### config.mk
export PLATFORM = sky130hd
export DESIGN_NAME = lcd_ctrl_top
export DESIGN_NICKNAME = d
export VERILOG_FILES = /design/src/lcd_pkg.sv /design/src/lcd_init_seq.sv /design/src/lcd_wb_port.sv /design/src/lcd_bus_engine.sv /design/src/lcd_ctrl_top.sv
export VERILOG_INCLUDE_DIRS = /design/src /design/src/src
export SDC_FILE = /design/constraint.sdc
export NUM_CORES = 1
export LEC_CHECK = 0
export ABC_AREA = 1
export ABC_CLOCK_PERIOD_IN_PS = 3000
export BUFFER_PORTS_ARGS = -buffer_cell sky130_fd_sc_hd__buf_4
export CORE_ASPECT_RATIO = 1.4
export CORE_MARGIN = 1
export CORE_UTILIZATION = 32
export CTS_CLUSTER_DIAMETER = 100
export CTS_CLUSTER_SIZE = 20
export DETAILED_ROUTE_END_ITERATION = 6
export GPL_TIMING_DRIVEN = 0
export PLACE_DENSITY = 0.5
export SLEW_MARGIN = 5
export SYNTH_ARGS = -nofsm -noshare
export SYNTH_HDL_FRONTEND = slang
export SYNTH_SLANG_ARGS = --single-unit
### constraint.sdc
create_clock -name CLK -period 3 [get_ports CLK]
set_clock_uncertainty 0.15 [all_clocks]
set_input_delay 0.3 -clock CLK [delete_from_list [all_inputs] [get_ports CLK]]
set_output_delay 0.3 -clock CLK [all_outputs]
set_load 0.005 [all_outputs]
### src/lcd_defines.svh
`ifndef LCD_DEFINES_SVH
`define LCD_DEFINES_SVH

// ----------------------------------------------------------
// HD44780 command codes
// ----------------------------------------------------------
`define LCD_CMD_SETUP     8'h38   // 8-bit bus, 2 lines, 5x7 font
`define LCD_CMD_DISP_OFF  8'h08   // Display, cursor and blink off
`define LCD_CMD_DISP_ON   8'h0C   // Display on, no cursor
`define LCD_CMD_CLEAR     8'h01   // Clear screen, cursor home
`define LCD_CMD_HOME      8'h02   // Return home only
`define LCD_CMD_ENTRY     8'h06   // Increment, no display shift

// ----------------------------------------------------------
// Wait lengths in microseconds, scaled by clk_mhz in RTL
// ----------------------------------------------------------
`define LCD_T_POWERUP_US  14'd15000   // Worst case power-up
`define LCD_T_4100_US     14'd4100    // After first function set
`define LCD_T_100_US      14'd100     // After later function sets
`define LCD_T_1640_US     14'd1640    // Clear and home
`define LCD_T_42_US       14'd42      // Everything else

`define LCD_E_HIGH_CYCLES 6           // Min E pulse width in clocks

// Wishbone word addresses
`define LCD_ADR_DATA      2'd0
`define LCD_ADR_INSTR     2'd1
`define LCD_ADR_CLEAR     2'd2
`define LCD_ADR_STATUS    2'd3

`define LCD_STAT_BUSY_BIT 0           // Status word bit positions
`define LCD_STAT_INIT_BIT 1

`endif

### src/lcd_pkg.sv
`default_nettype none

package lcd_pkg;

	// Wait class that follows a strobe
	typedef enum logic [1:0] {
		w42   = 2'd0,   // Normal instruction or character
		w100  = 2'd1,   // Later function sets during init
		w1640 = 2'd2,   // Clear or home
		w4100 = 2'd3    // First function set
	} lcd_wait_e;

	typedef struct packed {
		logic       rs;           // High for character, low for instruction
		logic [7:0] code;         // Byte placed on DB
		lcd_wait_e  wait_class;   // Busy time after the strobe
	} lcd_cmd_t;

	typedef struct packed {
		logic       rs;
		logic       rw;           // Tied low, the LCD is never read
		logic       e;
		logic [7:0] db;
	} lcd_pins_t;

	// ----------------------------------------------------------
	// Wishbone classic, 2-bit word address, 8-bit data
	// ----------------------------------------------------------
	typedef struct packed {
		logic       cyc;
		logic       stb;
		logic       we;
		logic [1:0] adr;
		logic [7:0] dat;
	} wb_req_t;

	typedef struct packed {
		logic       ack;
		logic [7:0] dat;
	} wb_rsp_t;

endpackage

`default_nettype wire

### src/lcd_init_seq.sv
`timescale 1ns/1ps
`default_nettype none
`include "lcd_defines.svh"

module lcd_init_seq #(
	parameter int clk_mhz = 24
) (
	input  logic              CLK,
	input  logic              RST,
	output logic              req,
	output lcd_pkg::lcd_cmd_t cmd,
	input  logic              done
);

	localparam int PWR_CYC = `LCD_T_POWERUP_US * clk_mhz;   // Power-up wait in clocks
	localparam int PWR_W   = $clog2(PWR_CYC + 1);
	localparam logic [3:0] LAST_IDX = 4'd8;                  // Nine table entries

	typedef enum logic [1:0] {s_pwr, s_run, s_fin} seq_state_e;

	seq_state_e       state;
	logic [PWR_W-1:0] pwr_cnt;
	logic [3:0]       idx;

	always_ff @(posedge CLK) begin
		if (RST) begin
			state   <= s_pwr;
			pwr_cnt <= PWR_W'(PWR_CYC - 1);
			idx     <= 4'd0;
		end else begin
			case (state)
				s_pwr: begin
					if (pwr_cnt == '0) state <= s_run;   // 15 ms elapsed
					else pwr_cnt <= pwr_cnt - 1'b1;
				end
				s_run: begin
					if (done) begin
						if (idx == LAST_IDX) state <= s_fin;   // Sequence complete
						else idx <= idx + 1'b1;              // Next entry
					end
				end
				default: state <= s_fin;   // Stays here until reset
			endcase
		end
	end

	assign req = (state == s_run);

	// ----------------------------------------------------------
	// Power-up command table, all instructions
	// ----------------------------------------------------------
	always_comb begin
		cmd.rs = 1'b0;
		case (idx)
			4'd0:          cmd = '{1'b0, `LCD_CMD_SETUP, lcd_pkg::w4100};
			4'd1, 4'd2, 4'd3: cmd = '{1'b0, `LCD_CMD_SETUP, lcd_pkg::w100};
			4'd4:          cmd = '{1'b0, `LCD_CMD_DISP_OFF, lcd_pkg::w42};
			4'd5:          cmd = '{1'b0, `LCD_CMD_CLEAR, lcd_pkg::w1640};
			4'd6:          cmd = '{1'b0, `LCD_CMD_ENTRY, lcd_pkg::w42};
			4'd7:          cmd = '{1'b0, `LCD_CMD_DISP_ON, lcd_pkg::w42};
			default:       cmd = '{1'b0, `LCD_CMD_CLEAR, lcd_pkg::w1640};   // Final clear
		endcase
	end

	// Engine samples cmd at any point while req is up
	a_cmd_stable: assert property (@(posedge CLK) disable iff (RST)
		req && !done |=> $stable(cmd));

endmodule

`default_nettype wire

### src/lcd_wb_port.sv
`timescale 1ns/1ps
`default_nettype none
`include "lcd_defines.svh"

module lcd_wb_port (
	input  logic              CLK,
	input  logic              RST,
	input  lcd_pkg::wb_req_t  wb_req,
	output lcd_pkg::wb_rsp_t  wb_rsp,
	output logic              req,
	output lcd_pkg::lcd_cmd_t cmd,
	input  logic              done,
	input  logic              busy,
	input  logic              init_done
);

	logic              ack_q;
	logic              req_q;
	logic [7:0]        rdat_q;
	logic [7:0]        stat_w;
	logic              start;
	logic              is_wr_cmd;
	lcd_pkg::lcd_cmd_t dec_cmd;
	lcd_pkg::lcd_cmd_t cmd_q;

	// New access only once the previous one is fully closed
	assign start     = wb_req.cyc && wb_req.stb && !ack_q && !req_q;
	assign is_wr_cmd = wb_req.we && (wb_req.adr != `LCD_ADR_STATUS);

	always_comb begin
		stat_w                     = '0;
		stat_w[`LCD_STAT_BUSY_BIT] = busy;
		stat_w[`LCD_STAT_INIT_BIT] = init_done;
	end

	// ----------------------------------------------------------
	// Address decode into an LCD command
	// ----------------------------------------------------------
	always_comb begin
		dec_cmd.rs         = 1'b0;
		dec_cmd.code       = wb_req.dat;
		dec_cmd.wait_class = lcd_pkg::w42;
		case (wb_req.adr)
			`LCD_ADR_DATA: dec_cmd.rs = 1'b1;   // Character write
			`LCD_ADR_INSTR: begin
				if (wb_req.dat == `LCD_CMD_CLEAR || wb_req.dat == `LCD_CMD_HOME)
					dec_cmd.wait_class = lcd_pkg::w1640;   // Slow instructions
			end
			`LCD_ADR_CLEAR: begin
				dec_cmd.code       = `LCD_CMD_CLEAR;
				dec_cmd.wait_class = lcd_pkg::w1640;
			end
			default: dec_cmd.rs = 1'b0;   // Status, no command
		endcase
	end

	always_ff @(posedge CLK) begin
		if (RST) begin
			ack_q <= 1'b0;
			req_q <= 1'b0;
		end else begin
			ack_q <= 1'b0;   // Single-cycle ack
			if (start && is_wr_cmd) req_q <= 1'b1;   // Hold until engine done
			else if (start) ack_q <= 1'b1;          // Status read or write
			if (req_q && done) begin
				req_q <= 1'b0;
				ack_q <= 1'b1;   // Write complete on the LCD
			end
		end
	end

	always_ff @(posedge CLK) begin
		if (start && is_wr_cmd) cmd_q <= dec_cmd;
		if (start) rdat_q <= stat_w;
	end

	assign req    = req_q;
	assign cmd    = cmd_q;
	assign wb_rsp = '{ack: ack_q, dat: rdat_q};

	// Master must keep the strobe up until ack
	a_ack_in_cycle: assert property (@(posedge CLK) disable iff (RST)
		wb_rsp.ack |-> wb_req.cyc && wb_req.stb);
	a_one_ack: assert property (@(posedge CLK) disable iff (RST)
		wb_rsp.ack |=> !wb_rsp.ack);

endmodule

`default_nettype wire

### src/lcd_bus_engine.sv
`timescale 1ns/1ps
`default_nettype none
`include "lcd_defines.svh"

module lcd_bus_engine #(
	parameter int clk_mhz = 24
) (
	input  logic               CLK,
	input  logic               RST,
	input  logic               init_req,
	input  lcd_pkg::lcd_cmd_t  init_cmd,
	output logic               init_done_pulse,
	input  logic               host_req,
	input  lcd_pkg::lcd_cmd_t  host_cmd,
	output logic               host_done,
	output logic               busy,
	output logic               init_done,
	output lcd_pkg::lcd_pins_t pins
);

	localparam int CNT_W = $clog2(`LCD_T_4100_US * clk_mhz + 1);   // Longest wait

	typedef enum logic [1:0] {st_idle, st_setup, st_strobe, st_wait} eng_state_e;

	eng_state_e         state;
	logic [CNT_W-1:0]   cnt;            // Shared by strobe and wait phases
	logic               owner_host;     // Source of the command in flight
	logic               init_seen;      // Sequencer has issued at least once
	logic               e_q;
	logic               rs_q;
	logic [7:0]         db_q;
	lcd_pkg::lcd_wait_e wait_q;
	logic               host_go;
	logic               accept;
	logic               done;
	lcd_pkg::lcd_cmd_t  sel_cmd;

	function automatic logic [CNT_W-1:0] wait_len(input lcd_pkg::lcd_wait_e wc);
		case (wc)
			lcd_pkg::w42:   return CNT_W'(`LCD_T_42_US * clk_mhz - 1);
			lcd_pkg::w100:  return CNT_W'(`LCD_T_100_US * clk_mhz - 1);
			lcd_pkg::w1640: return CNT_W'(`LCD_T_1640_US * clk_mhz - 1);
			default:        return CNT_W'(`LCD_T_4100_US * clk_mhz - 1);
		endcase
	endfunction

	// ----------------------------------------------------------
	// Arbitration, sequencer first, host only after init
	// ----------------------------------------------------------
	assign host_go = host_req && init_done && !init_req;
	assign accept  = (state == st_idle) && (init_req || host_go);
	assign sel_cmd = init_req ? init_cmd : host_cmd;

	always_ff @(posedge CLK) begin
		if (RST) begin
			state      <= st_idle;
			cnt        <= '0;
			e_q        <= 1'b0;
			owner_host <= 1'b0;
			init_seen  <= 1'b0;
			init_done  <= 1'b0;
		end else begin
			case (state)
				st_idle: begin
					if (accept) begin
						owner_host <= !init_req;
						init_seen  <= init_seen | init_req;
						state      <= st_setup;
					end else if (init_seen) begin
						init_done <= 1'b1;   // Sequencer dropped req for good
					end
				end
				st_setup: begin
					e_q   <= 1'b1;   // RS/DB settled for one cycle
					cnt   <= CNT_W'(`LCD_E_HIGH_CYCLES - 1);
					state <= st_strobe;
				end
				st_strobe: begin
					if (cnt == '0) begin
						e_q   <= 1'b0;   // Falling edge latches DB
						cnt   <= wait_len(wait_q);
						state <= st_wait;
					end else cnt <= cnt - 1'b1;
				end
				default: begin
					if (cnt == '0) state <= st_idle;
					else cnt <= cnt - 1'b1;
				end
			endcase
		end
	end

	// Bus payload, held between commands
	always_ff @(posedge CLK) begin
		if (accept) begin
			rs_q   <= sel_cmd.rs;
			db_q   <= sel_cmd.code;
			wait_q <= sel_cmd.wait_class;
		end
	end

	assign done            = (state == st_wait) && (cnt == '0);
	assign init_done_pulse = done && !owner_host;
	assign host_done       = done && owner_host;
	assign busy            = (state != st_idle);
	assign pins            = '{rs: rs_q, rw: 1'b0, e: e_q, db: db_q};

	a_e_low_in_wait: assert property (@(posedge CLK) disable iff (RST)
		(state == st_wait) |-> !pins.e);
	a_rw_low: assert property (@(posedge CLK) disable iff (RST) !pins.rw);
	a_done_busy: assert property (@(posedge CLK) disable iff (RST)
		(init_done_pulse || host_done) |-> busy);

endmodule

`default_nettype wire

### src/lcd_ctrl_top.sv
`timescale 1ns/1ps
`default_nettype none

module lcd_ctrl_top #(
	parameter int clk_mhz = 24   // Scales every microsecond delay
) (
	input  logic               CLK,
	input  logic               RST,
	input  lcd_pkg::wb_req_t   wb_req,
	output lcd_pkg::wb_rsp_t   wb_rsp,
	output lcd_pkg::lcd_pins_t lcd
);

	// ----------------------------------------------------------
	// Command sources to bus engine
	// ----------------------------------------------------------
	logic              init_req;
	lcd_pkg::lcd_cmd_t init_cmd;
	logic              init_done_pulse;
	logic              host_req;
	lcd_pkg::lcd_cmd_t host_cmd;
	logic              host_done;
	logic              busy;
	logic              init_done;

	lcd_init_seq #(.clk_mhz(clk_mhz)) u_init_seq (
		.CLK  (CLK),
		.RST  (RST),
		.req  (init_req),
		.cmd  (init_cmd),
		.done (init_done_pulse)
	);

	lcd_wb_port u_wb_port (
		.CLK       (CLK),
		.RST       (RST),
		.wb_req    (wb_req),
		.wb_rsp    (wb_rsp),
		.req       (host_req),
		.cmd       (host_cmd),
		.done      (host_done),
		.busy      (busy),
		.init_done (init_done)
	);

	lcd_bus_engine #(.clk_mhz(clk_mhz)) u_bus_engine (
		.CLK             (CLK),
		.RST             (RST),
		.init_req        (init_req),
		.init_cmd        (init_cmd),
		.init_done_pulse (init_done_pulse),
		.host_req        (host_req),
		.host_cmd        (host_cmd),
		.host_done       (host_done),
		.busy            (busy),
		.init_done       (init_done),
		.pins            (lcd)
	);

endmodule

`default_nettype wire

Word level (Yosys, flattened, before mapping)
Memories as Yosys holds them, arrays and structs flattened. A register that Yosys moved wholly into a read port is not among the register bits.
Cells that the tools add are included.
{"block": "word_totals", "register_bits": 74, "romBits": 64, "in_bits": 15, "out_inout_bits": 20, "elab_cells": 105, "memories": 1}
{"name": "(name not given)", "words": 8, "width": 8, "rd": 1, "rd_ports_with_merged_regs": 1, "wr": 0, "line": "lcd_init_seq.sv:54", "source": "case (idx)"}
{"block": "classes", "n_addsub": 3, "n_eq_ne": 18, "muxes": 24, "n_bitwise": 5, "n_reduce_logical": 36}
{"operator": "$pmux W17 S3", "count": 2}
{"operator": "$mux W17", "count": 2}
{"operator": "$mux W11", "count": 2}
{"operator": "$logic_not A19 Y1", "count": 1}
{"operator": "$sub A19 B1 Y19 const B", "count": 1}
{"operator": "$logic_not A17 Y1", "count": 1}
{"operator": "$sub A17 B1 Y17 const B", "count": 1}
{"operator": "$mux W2", "count": 7}
{"operator": "$logic_and A1 B1 Y1", "count": 12}
{"operator": "$reduce_and A3 Y1", "count": 4}
{"operator": "$eq A2 B1 Y1 const B", "count": 4}
{"operator": "$eq A2 B2 Y1 const B", "count": 4}
{"operator": "$eq A8 B1 Y1 const B", "count": 1}
{"operator": "$eq A8 B2 Y1 const B", "count": 1}
{"operator": "$logic_not A2 Y1", "count": 4}
{"operator": "$pmux W2 S2", "count": 2}
{"operator": "$reduce_and A2 Y1", "count": 4}
{"operator": "$mux W3", "count": 2}
{"operator": "$ne A2 B1 Y1 const B", "count": 3}
{"operator": "$ne A2 B2 Y1 const B", "count": 3}
{"operator": "$pmux W2 S3", "count": 1}
{"operator": "$mux W1", "count": 5}
{"operator": "$add A4 B1 Y4 const B", "count": 1}
{"operator": "$eq A4 B4 Y1 const B", "count": 1}
{"operator": "other kinds (9)", "count": 17}

Longest topological paths before layout
Gate-level depths: netlist of the first run.
{"block": "logic_depth", "ltp_word": 7, "mapped_depth": 16, "ltp_nobuf": 16}

Modules after synthesis
A second synthesis of the first run with hierarchy kept.
{"block": "hier_totals", "hier_cells": 597, "hier_area_um2": 4615.7}
{"mod": "lcd_bus_engine", "instances": 1, "cells_per_inst": 275, "area_per_inst_um2": 2119.5, "seq_area_each_um2": 790.8}
{"mod": "lcd_init_seq", "instances": 1, "cells_per_inst": 247, "area_per_inst_um2": 1784.2, "seq_area_each_um2": 620.6}
{"mod": "lcd_wb_port", "instances": 1, "cells_per_inst": 75, "area_per_inst_um2": 711.9, "seq_area_each_um2": 400.4}

Least setup slack after synthesis of the first run
Ideal clock, no wire load.
{"block": "synth_path", "path_type": "input port to flip-flop", "start": "input port wb_req[8] (netlist bit)", "end": "register u_wb_port.cmd_q (netlist bit u_wb_port.cmd[10]) (enable)", "setup_time_ps": 407, "arrival_time_ps": 1649, "required_ps": 2443, "slack_ps": 794, "stages": 4, "n_path_buf": 0, "path_cell_list": "ha_1 -> inv_1 -> nand2_1 -> nor4_1"}
{"block": "synth_between", "elab_chain_len": 3}
{"item": "start, declared", "line": "lcd_ctrl_top.sv:9", "source": "input lcd_pkg::wb_req_t wb_req,"}
{"item": "$ne A2 B2 Y1 (no line)"}
{"item": "$logic_and A1 B1 Y1", "line": "lcd_wb_port.sv:28", "source": "assign is_wr_cmd = wb_req.we && (wb_req.adr != `LCD_ADR_STATUS);"}
{"item": "$logic_and A1 B1 Y1", "line": "lcd_wb_port.sv:73", "source": "if (start && is_wr_cmd) cmd_q <= dec_cmd;"}
{"item": "end signal, assigned", "line": "lcd_wb_port.sv:73"}
{"item": "end, declared", "line": "lcd_wb_port.sv:24", "source": "lcd_pkg::lcd_cmd_t cmd_q;"}
No other way between the ends.
A chain may end at the register's enable or synchronous reset.

==> metrics.md, run 1 <==
| Metric | Value |
|---|---|
| Total Power | ~5 mW |
| Ports | 35 |
| Inserted Clock Buffers | 9 |
| DIE AREA | 13,600 um^2 |
| Worst VDD drop | around 0.37 mV |
| RSZ-0062 raised after global routing | no |
| Die Wd | slightly below 100 um |
| WHS Path Cells | 3 |
| CP endpoint kind | flip-flop |
| Reg clk slew, reported paths | 0.07 ns |
| Crit share post-route | between 80% and 90% |
| Clk buf depth | 2 |
| Total global-route track usage | between 10% and 20% |
| Final setup viols | 0 |
| PortBufs | 27 |
| Routed Antenna Nets | 0 |
| Seq/Total Area, Yosys | a little over two fifths |
| DRC | 0 |
| Root buf cell | clkbuf_16 |
| Layout Area Growth over Synthesis | 17.5% |
| Synth warn | 0 |
| Ant. Diodes | 0 |
| Yosys cell types | 44 |
| Worst path required time | about 3.1 ns |
| Worst Hold Launch | wb_req[0] |
| H-Tree Level Count | 3 |
| Final HPWL DP | approximately 7000 um |
| Status | finished, final reports clean |
| DRT Wirelength | roughly 9400 um |
| Post-CTS setup buffers | 0 |
| Core Area | 12,800 um^2 |
| Asr flop ratio synth | 0% |
| Synthesis-stage register bit count | just under 80 |
| Cells on worst reg2reg path | 14 |
| Via/cell ratio | approximately 4.7 |
| Max-cap violations | 0 |
| Initial core utilization | ~33% |
| First-pass GRT wire length | around 15,000 um |
| FMAX | between 0.4 and 0.5 GHz |
| Worst-path maximum fanout | 7 |
| Clock latency on the worst-skew pair | between 0.3 and 0.4 ns |
| Worst Hold Class | primary input to flip-flop |
| Clk sinks | 79 |
| Critical Path Start Type | flip-flop |
| Final min period | around 2.4 ns |
| Die Ht | 137 um |
| Vias | ~3.4k |
| Post-synth EDFFs | 23 |
| Average wire per standard cell | between 10 and 15 um |
| Primary FF master, synth | dfxtp_1 |
| Sum Neg Setup Slack | 0 ns |
| Final net count | around 600 |
| Setup WS pre-CTS | about 0.54 ns |
| Syn_area_per_cell | ~8.1 um^2 |
| GR Overflow Total | 0 |
| Pin count of the biggest net entering global routing | 16 |
| Lkg Pwr | approximately 2.2 nW |
| Number of global-route vias before repair | about 3.3k |
| Routability Congestion | between 0.8 and 0.9 |
| Final Max Tran Viols | 0 |
| Share of layout cells above drive strength 1 | roughly 16% |
| DRT Pass-1 Iters | 5 |
| Initial DRC count | around 130 |
| Mapped cell area | around 4200 um^2 |
| CTS tree | built |
| CTS resizes | 0 |
| Final hold violations | 0 |
| CP Data Arrival Time | 2.50 ns |
| Mapped Cells | 520 |
| Pwr/cell area | 1040 nW/um^2 |
| Most common cell after layout, fill and taps aside | nand2_1 |
| Slew headroom | ~47% |
| Crit path setup slack, layout | between 0.5 and 0.6 ns |
| CTS Hold Buffers Added | 0 |
| Final Core Density | between 30% and 40% |
| FF-to-FF setup slack | between 0.5 and 0.6 ns |
| Site Rows | a little under 50 |
| Initial antenna violation count | 0 |
| Commonest cells after routing, fill and taps aside | nand2_1 (80), nor2_1 (76), inv_1 (67) |
| Worst r2r src | u_bus_engine.cnt[0] |
| Worst-Margin Slew | ~0.8 ns |
| Critical Path Source | u_bus_engine.cnt[0] |
| Crit Path Class | flip-flop to flip-flop |
final timing paths:
| kind | to |
|---|---|
| max | flip-flop |
| min | u_wb_port.cmd[2] |
| max reg2reg | flip-flop |
| min reg2reg | u_init_seq.pwr_cnt[18] |
logic make-up after synthesis:
group                    share of synthesized area [%]
AND/OR/NAND/NOR                                   28.2
buffers and inverters                             9.54
XOR/XNOR                                          2.30
AO/OA/AOI/OAI                                     10.4
flip-flops                                        43.2
adder cells (fa/ha/maj)                           6.26
other                                           0.0894
critical path, cell delays in order, from the launching register on:
cell and delay [ns]:
dfxtp_1 0.33, inv_1 0.13, ha_1 0.16, inv_1 0.03
nor2_1 0.07, nand2_1 0.13, nor2_8 0.15, nand3_4 0.10
nor2_8 0.15, nand2_1 0.09, nand2_1 0.07, nand2_1 0.08
nor2_1 0.19, ha_1 0.26, or2_1 0.22
flip-flops by register name (all words and copies together) (netlist names), named ones only:
register and cells:
u_bus_engine.cnt 17, u_bus_engine.db_q 8, u_bus_engine.e_q 1, u_bus_engine.init_done 1, u_bus_engine.init_seen 1, u_bus_engine.owner_host 1
u_bus_engine.rs_q 1, u_bus_engine.state 2, u_bus_engine.wait_q 2, u_init_seq.idx 4, u_init_seq.pwr_cnt 19, u_init_seq.state 2
u_wb_port.ack_q 1, u_wb_port.cmd 10, u_wb_port.rdat_q 2, u_wb_port.req 1
final cells by class:
type                            count  area (um^2)
Fill cell                        1281         7890
Multi-Input combinational cell    355         2010
Tap cell                          153          191
Sequential cell                    79         1810
Clock inverter                      7         77.6
Timing Repair Buffer               28          210
Inverter                           75          284
Clock buffer                        9          225
Buffer                             17          116
metrics by stage:
step / instances / cell area [um^2] / hold slack [ns]
2_1_floorplan: 526 / 4220 / 0.263
3_3_place_gp: 706 / 4610 / 0.297
3_5_place_dp: 707 / 4630 / 0.310
4_1_cts: 723 / 4930 / 0.0659
5_1_grt: 723 / 4930 / 0.0954
6_report: 723 / 4930 / 0.0754
layer usage:
| metal | wire length (um) | GRT usage, % | vias up |
|---|---|---|---|
| met5 | 0 | 0 | - |
| met3 | 205 | 2.59 | 11 |
| met1 | 4040 | 16.0 | 1553 |
| met2 | 4960 | 27.2 | 38 |
| li1 | - | - | 1768 |
| met4 | 214 | 6.38 | 0 |
synth_stat cells (2+ instances only):
cell / n / share of area, %
nand4_1: 10 / 1.5
clkbuf_1: 5 / 0.45
nor2_4: 2 / 0.54
nor4_1: 4 / 0.60
nand2_4: 2 / 0.54
ha_1: 21 / 6.3
nor2_1: 76 / 6.8
o22a_1: 2 / 0.42
edfxtp_1: 23 / 16
clkinv_1: 2 / 0.18
nand2_1: 80 / 7.2
dfxtp_1: 56 / 27
o21ai_1: 6 / 0.72
nand3_2: 4 / 0.95
a22o_1: 3 / 0.63
nand3b_1: 4 / 0.72
nor2_2: 7 / 1.0
buf_4: 10 / 1.8
a21oi_1: 35 / 4.2
inv_1: 67 / 6.0
o211ai_1: 2 / 0.36
xnor2_1: 3 / 0.63
nand3_1: 20 / 2.4
o21ai_0: 27 / 3.2
buf_6: 2 / 0.54
nand3_4: 2 / 0.83
xor2_1: 8 / 1.7
nor2_8: 3 / 1.4
or2_1: 2 / 0.30
inv_2: 5 / 0.45
nor3_1: 11 / 1.3
nand2_2: 4 / 0.60
power by group:
group	switching, mW	internal, mW
Sequential	0.176	1.35
Clock	0.469	0.654
Combinational	1.60	0.890
Note: power is estimated with default switching activity, not from simulation.
==> run 2, diff against run 1 <==
ABC_CLOCK_PERIOD_IN_PS = 2040   (was 3000)
PLACE_DENSITY = 0.52   (was 0.5)
clock period = 2.04 ns   (was 3 ns; I/O delays follow)
==> run 2 against run 1 <==
  * The run now ends with negative setup slack left
  * Utilization up 2.6 points
  * Global-route usage down 0.074 points
  * Count of clock-buffer cells in the layout unchanged
  * Routed wire length up 0.50%
  * Via count up 2.3%
  * Die area unchanged
  * Combinational power up 82%
  * Worst setup slack worse by 0.64 ns
  * Sequential share of layout area down 2.2 points
  * Sequential cell count unchanged
  * Critical path type unchanged
  * Largest cell class unchanged
==> metrics.md, run 2 (synthesis results as in run 1) <==
| Metric | Value |
|---|---|
| Status | finished, violations left |
| Violated checks | negative setup slack |
| Reg with most FFs | u_init_seq.pwr_cnt |
| Most used cell, CP | nand2_2 |
| Worst-Margin Slew | 0.750 ns (-0.0364 ns) |
| Site Rows | 49 (unchanged) |
| Initial DRC count | 196 (+54%) |
| First-pass GRT wire length | 15,400 um (+0.18%) |
| Final Core Density | 41.1% (+2.6 points) |
| Reg clk slew, reported paths | 0.07 ns (about the same) |
| Root buf cell | clkbuf_16 |
| Via/cell ratio | 4.66 (about the same) |
| H-Tree Level Count | 3 (unchanged) |
| CP Cell Sequence | inv_2, ha_4, inv_2, nor2_2, nand2_2, nor2_8, nand3_4, nor2_8, nand2_4, nand2_2, nand2_2, nor2_4, ha_4, or2_1 |
| CTS tree | built |
| Worst r2r src | u_bus_engine.cnt[1] |
| CP endpoint kind | flip-flop |
| Number of global-route vias before repair | 3,373 (+0.78%) |
| Total global-route track usage | 14.5% (-0.074 points) |
| Pwr/cell area | 1580 nW/um^2 (+51%) |
| Crit share post-route | 103% (+22 points) |
| Finished Cell Area | 5260 um^2 (+6.8%) |
| Worst path required time | 2.12 ns (-0.96 ns) |
| Pin count of the biggest net entering global routing | 16 (unchanged) |
| Vias | 3,448 (+2.3%) |
| Layout Area Growth over Synthesis | 25.5% |
| DRT Wirelength | 9470 um (+0.50%) |
| Initial core utilization | 32.7% (unchanged) |
| CP Data Arrival Time | 2.18 ns (-0.32 ns) |
| Crit Path Class | flip-flop to flip-flop |
| Post-DP Area | 4620 um^2 (about the same) |
| Die Ht | 137 um (unchanged) |
| Die Wd | 98.8 um (unchanged) |
| Wire length on met3 | 186 um (-9.3%) |
| Lkg Pwr | 2.27 nW (+4.4%) |
| Average wire per standard cell | 12.8 um (-1.8%) |
| Max-cap violations | 0 (unchanged) |
| Clock latency on the worst-skew pair | 0.34 ns (about the same) |
| Final setup viols | 2 (+2) |
| Commonest cells after routing, fill and taps aside | nand2_1 (74), nor2_1 (72), inv_1 (63) |
| Ant. Diodes | 0 (unchanged) |
| DRT Pass-1 Iters | 4 (-1) |
| Routability Congestion | 0.847 (+4.3%) |
| Critical Path Source | u_bus_engine.cnt[1] |
| Worst Hold Launch | wb_req[5] |
| DRC | 0 (unchanged) |
| M1 WL | 3930 um (-2.6%) |
| Worst Hold Class | primary input to flip-flop |
| DIE AREA | 13,600 um^2 (unchanged) |
| Critical Path Start Type | flip-flop |
| Clk sinks | 79 (unchanged) |
| Final hold violations | 0 (unchanged) |
| FMAX | 0.475 GHz (+15%) |
| Top sig layer | met4 |
| Slowest-stage cell, CP | dfxtp_2 |
| Final Max Tran Viols | 0 (unchanged) |
| Largest register FFs | 19 (unchanged) |
| Worst VDD drop | 0.795 mV (+120%) |
| Slew headroom | 49.6% (+2.5 points) |
| Met2 wire len | 5130 um (+3.5%) |
| Routed Antenna Nets | 0 (unchanged) |
| Final min period | 2.10 ns (-0.319 ns) |
| Final HPWL DP | 6870 um (-3.5%) |
| Initial antenna violation count | 0 (unchanged) |
| PortBufs | 27 (unchanged) |
| CP max stage delay | 0.33 ns (about the same) |
| Share of layout cells above drive strength 1 | 23.0% (+7.2 points) |
| Core Area | 12,800 um^2 (unchanged) |
| Final net count | 618 (+2.8%) |
| Total Power | 8.32 mW (+62%) |
| GR Overflow Total | 0 (unchanged) |
| Most common cell after layout, fill and taps aside | nand2_1 |
| Inserted Clock Buffers | 9 (unchanged) |
| RSZ-0062 raised after global routing | yes |
| Worst-path maximum fanout | 5 (-2) |
| Ports | 35 (unchanged) |
| Crit path setup slack, layout | -0.0635 ns (-0.641 ns) |
| Clk buf depth | 2 (unchanged) |
==> run 2: cell types whose count changed in the layout (fill, tap and decap cells not counted), moves of 4 or more <==
cell     delta
a21oi_1     -4
a21oi_2     +4
buf_4      +11
dfxtp_1     -4
dfxtp_2     +4
ha_1        -5
inv_1       -4
nand2_1     -6
nand2_2     +5
nor2_1      -4
nor2_4      +4
==> run 2: power by group <==
part | leakage (nW) | internal, mW | switching, mW
clock network | 0.136 | 0.841 | 0.697
logic | 1.47 | 1.83 | 2.70
registers | 0.670 | 1.99 | 0.261
==> run 2: timing repair <==
action                                  4_1_cts  5_1_grt
endpoints found under the setup margin       10       43
resized for setup                            14       36
pin swaps                                     9       12
hold endpoints to repair                      2        0
hold buffers                                  2        0
cloned                                        0        1
setup buffers                                 8        7
==> run 2: layout make-up <==
type	instances	area (um^2)
multi-input cells	355	2180
fillers	1303	7550
flip-flops and latches	79	1820
well taps	153	191
plain buffers	17	120
inverters	75	295
clock buffers	9	225
clock inverters	7	55.1
repair buffers	45	380
==> run 2: critical path, delay by kind of cell (launching register included) <==
kind / cells / cell delay [ns]
simple gates: 10 / 1.05
buf+inv: 2 / 0.11
fa+ha+maj: 2 / 0.34
flops: 1 / 0.33
==> run 2: path summary, 6_finish.rpt <==
kind              slack (ns)  depth (start not counted)                endpoint
setup / recovery       -0.06                         14               flip-flop
hold / removal          0.01                          3        u_wb_port.cmd[7]
setup reg to reg       -0.06                         14               flip-flop
hold reg to reg         0.32                          2  u_bus_engine.init_seen
==> run 2: layer usage <==
layer / track usage (%) / vias up
met5: 0 / -
met4: 6.30 / 0
met3: 2.84 / 17
met2: 27.3 / 29
met1: 15.6 / 1595
li1: - / 1807
==> run 2: per-stage QoR <==
step | instances | setup slack, ns | TNS [ns] | hold WS [ns]
finish | 740 | -0.0635 | -0.0865 | 0.0104
global route | 740 | -0.187 | -0.926 | 0.0191
CTS | 732 | -0.122 | -0.334 | 0.00617
detailed placement | 706 | -0.294 | -1.91 | 0.310
global placement | 706 | -0.261 | -2.02 | 0.298
floorplan | 526 | -0.0679 | -0.0679 | 0.167
==> run 3, diff against run 2 <==
CORE_UTILIZATION = 25   (was 32)
PLACE_DENSITY = 0.43   (was 0.52)
==> run 3 against run 2 <==
  * Power decreased by 1.3%
  * Fmax is 0.39% lower
  * Cell area up 0.74%
  * Count of clock-buffer cells in the layout unchanged
  * First-iteration DRC count down 25%
  * Worst setup slack got worse by 0.0082 ns
  * Largest power group unchanged
  * The flow finishes with violations (design-rule violations, negative setup slack)
  * Sequential cell count unchanged
  * Highest routed layer unchanged
  * Sequential power about the same
  * Die area increased by 27%
  * Via count down 1.3%
==> metrics.md, run 3 (synthesis results as in run 1) <==
| Metric | Value |
|---|---|
| Reg clk slew, reported paths | 0.07 ns (about the same) |
| Violated checks | design-rule violations, negative setup slack |
| Via/cell ratio | 4.32 (-7.2%) |
| Number of global-route vias before repair | 3,333 (-1.2%) |
| Max-cap violations | 0 (unchanged) |
| Wire length on met3 | 257 um (+38%) |
| Final hold violations | 0 (unchanged) |
| Ant. Diodes | 0 (unchanged) |
| Largest register FFs | 19 (unchanged) |
| Cells on worst reg2reg path | 14 (unchanged) |
| M1 WL | 4320 um (+9.7%) |
| Initial DRC count | 147 (-25%) |
| Slew headroom | 50.2% (+0.59 points) |
| FMAX | 0.474 GHz (-0.39%) |
| Site Rows | 55 (+12%) |
| Worst-Margin Slew | 0.741 ns (-0.00879 ns) |
| DIE AREA | 17,300 um^2 (+27%) |
| Critical Path Start Type | flip-flop |
| GR Overflow Total | 0 (unchanged) |
| Total Power | 8.21 mW (-1.3%) |
| Worst VDD drop | 0.663 mV (-17%) |
| WHS Path Cells | 3 (unchanged) |
| Slowest-stage cell, CP | dfxtp_2 |
| CTS tree | built |
| CP Cell Sequence | inv_2, ha_4, inv_2, nor2_4, nand2_4, nor2_8, nand3_4, nor2_8, nand2_4, nand2_4, nand2_4, nor2_4, ha_4, or2_1 |
| Fillers | 1,708 (+31%) |
| CP max stage delay | 0.32 ns (about the same) |
| Share of layout cells above drive strength 1 | 22.6% (-0.38 points) |
| Crit Path Class | flip-flop to flip-flop |
| Final setup viols | 2 (unchanged) |
| Average wire per standard cell | 12.7 um (-0.86%) |
| Routed Antenna Nets | 0 (unchanged) |
| DRC | 2 (+2) |
| Initial core utilization | 25.7% (-7.0 points) |
| CP Data Arrival Time | 2.19 ns (about the same) |
| Routability Congestion | 0.806 (-4.9%) |
| Crit path setup slack, layout | -0.0717 ns (-0.00819 ns) |
| RSZ-0062 raised after global routing | yes |
| Storage cell area | 1820 um^2 (about the same) |
| Inserted Clock Buffers | 9 (unchanged) |
| Layout Area Growth over Synthesis | 26.4% |
| Most used cell, CP | nand2_4 |
| Status | finished, violations left |
| First-pass GRT wire length | 16,100 um (+4.4%) |
| Crit share post-route | 104% (+0.40 points) |
| Root buf cell | clkbuf_16 |
| Die Ht | 155 um (+13%) |
| Initial antenna violation count | 0 (unchanged) |
| Ports | 35 (unchanged) |
| Met2 wire len | 5210 um (+1.6%) |
| Clk buf depth | 2 (unchanged) |
| DRT Pass-1 Iters | 6 (+2) |
| Final net count | 619 (+0.16%) |
| CP endpoint kind | flip-flop |
| Final Core Density | 32.5% (-8.6 points) |
| Worst path required time | 2.12 ns (about the same) |
| Pwr/cell area | 1550 nW/um^2 (-2.0%) |
| Worst-path maximum fanout | 5 (unchanged) |
| Total global-route track usage | 11.9% (-2.6 points) |
| Final min period | 2.11 ns (+0.00819 ns) |
| Vias | 3,403 (-1.3%) |
| Commonest cells after routing, fill and taps aside | nand2_1 (73), nor2_1 (71), inv_1 (62) |
| Clk sinks | 79 (unchanged) |
| Die Wd | 111 um (+13%) |
| Top sig layer | met4 |
| Multi-input logic area | 2160 um^2 (-0.80%) |
| Pin count of the biggest net entering global routing | 17 (+1) |
| Final Max Tran Viols | 0 (unchanged) |
| Final HPWL DP | 7270 um (+5.9%) |
| H-Tree Level Count | 3 (unchanged) |
| Core Area | 16,300 um^2 (+27%) |
| Clock latency on the worst-skew pair | 0.34 ns (about the same) |
| Lkg Pwr | 2.28 nW (+0.42%) |
| Post-DP Area | 4680 um^2 (+1.2%) |
| DRT Wirelength | 9980 um (+5.4%) |
| Most common cell after layout, fill and taps aside | nand2_1 |
| Worst Hold Class | primary input to flip-flop |
| Reg with most FFs | u_init_seq.pwr_cnt |
| PortBufs | 27 (unchanged) |
| Finished Cell Area | 5300 um^2 (+0.74%) |
[run 3: cell types whose count changed in the layout (fill, tap and decap cells not counted), sizes merged]
cell / delta
bufinv: +1
buf: -1
nand2: +1
clkbuf: -1
dlygate4sd3: +2
clkinvlp: -1
[run 3: timing repair]
| item | CTS | global route |
|---|---|---|
| endpoints found under the setup margin | 13 | 48 |
| cloned | 0 | 1 |
| hold endpoints to repair | 4 | 0 |
| gates resized for setup | 14 | 31 |
| setup buffers | 7 | 7 |
| hold buffers | 4 | 0 |
| pin swaps | 6 | 12 |
[run 3: metrics by stage]
stage                     setup slack, ns  std cells  hold slack (ns)  setup TNS, ns
after floorplan                   -0.0679        526            0.167        -0.0679
after global placement             -0.278        752            0.297          -2.18
after detailed placement           -0.287        752            0.308          -2.74
after CTS                          -0.155        779         0.000209         -0.290
after global routing               -0.171        787           0.0321         -0.384
final                             -0.0717        787           0.0148        -0.0983
[run 3: worst paths after layout]
check,from,endpoint,slack (ns)
hold reg to reg,u_bus_engine.e_q,u_bus_engine.e_q,0.31
setup / recovery,u_bus_engine.cnt[1],flip-flop,-0.07
hold / removal,wb_req[7],u_wb_port.cmd[9],0.01
setup reg to reg,u_bus_engine.cnt[1],flip-flop,-0.07
[run 3: routing by layer]
layer / global-route usage, % / vias to the layer above
met2: 21.8 / 46
met5: 0 / -
met3: 2.22 / 13
met4: 5.08 / 0
met1: 13.4 / 1544
li1: - / 1800
[run 3: area by class of cell]
| type | instances | share of cell area [%] |
|---|---|---|
| Sequential cell | 79 | 34.2 |
| Clock buffer | 9 | 4.25 |
| Timing Repair Buffer | 45 | 6.63 |
| Clock inverter | 7 | 1.65 |
| Tap cell | 199 | 4.70 |
| Buffer | 17 | 2.19 |
| Inverter | 75 | 5.57 |
| Multi-Input combinational cell | 356 | 40.8 |
[run 3: power by group]
part           internal, mW  total [mW]  switching, mW
registers              1.99        2.26          0.269
clock network         0.979        1.70          0.721
logic                  1.61        4.25           2.64
[run 3: critical path: cells and delay by family (launching register included)]
| family | cells | cell delay (ns) |
|---|---|---|
| fa+ha+maj | 2 | 0.35 |
| buf+inv | 2 | 0.12 |
| flops | 1 | 0.32 |
| simple gates | 10 | 1.03 |
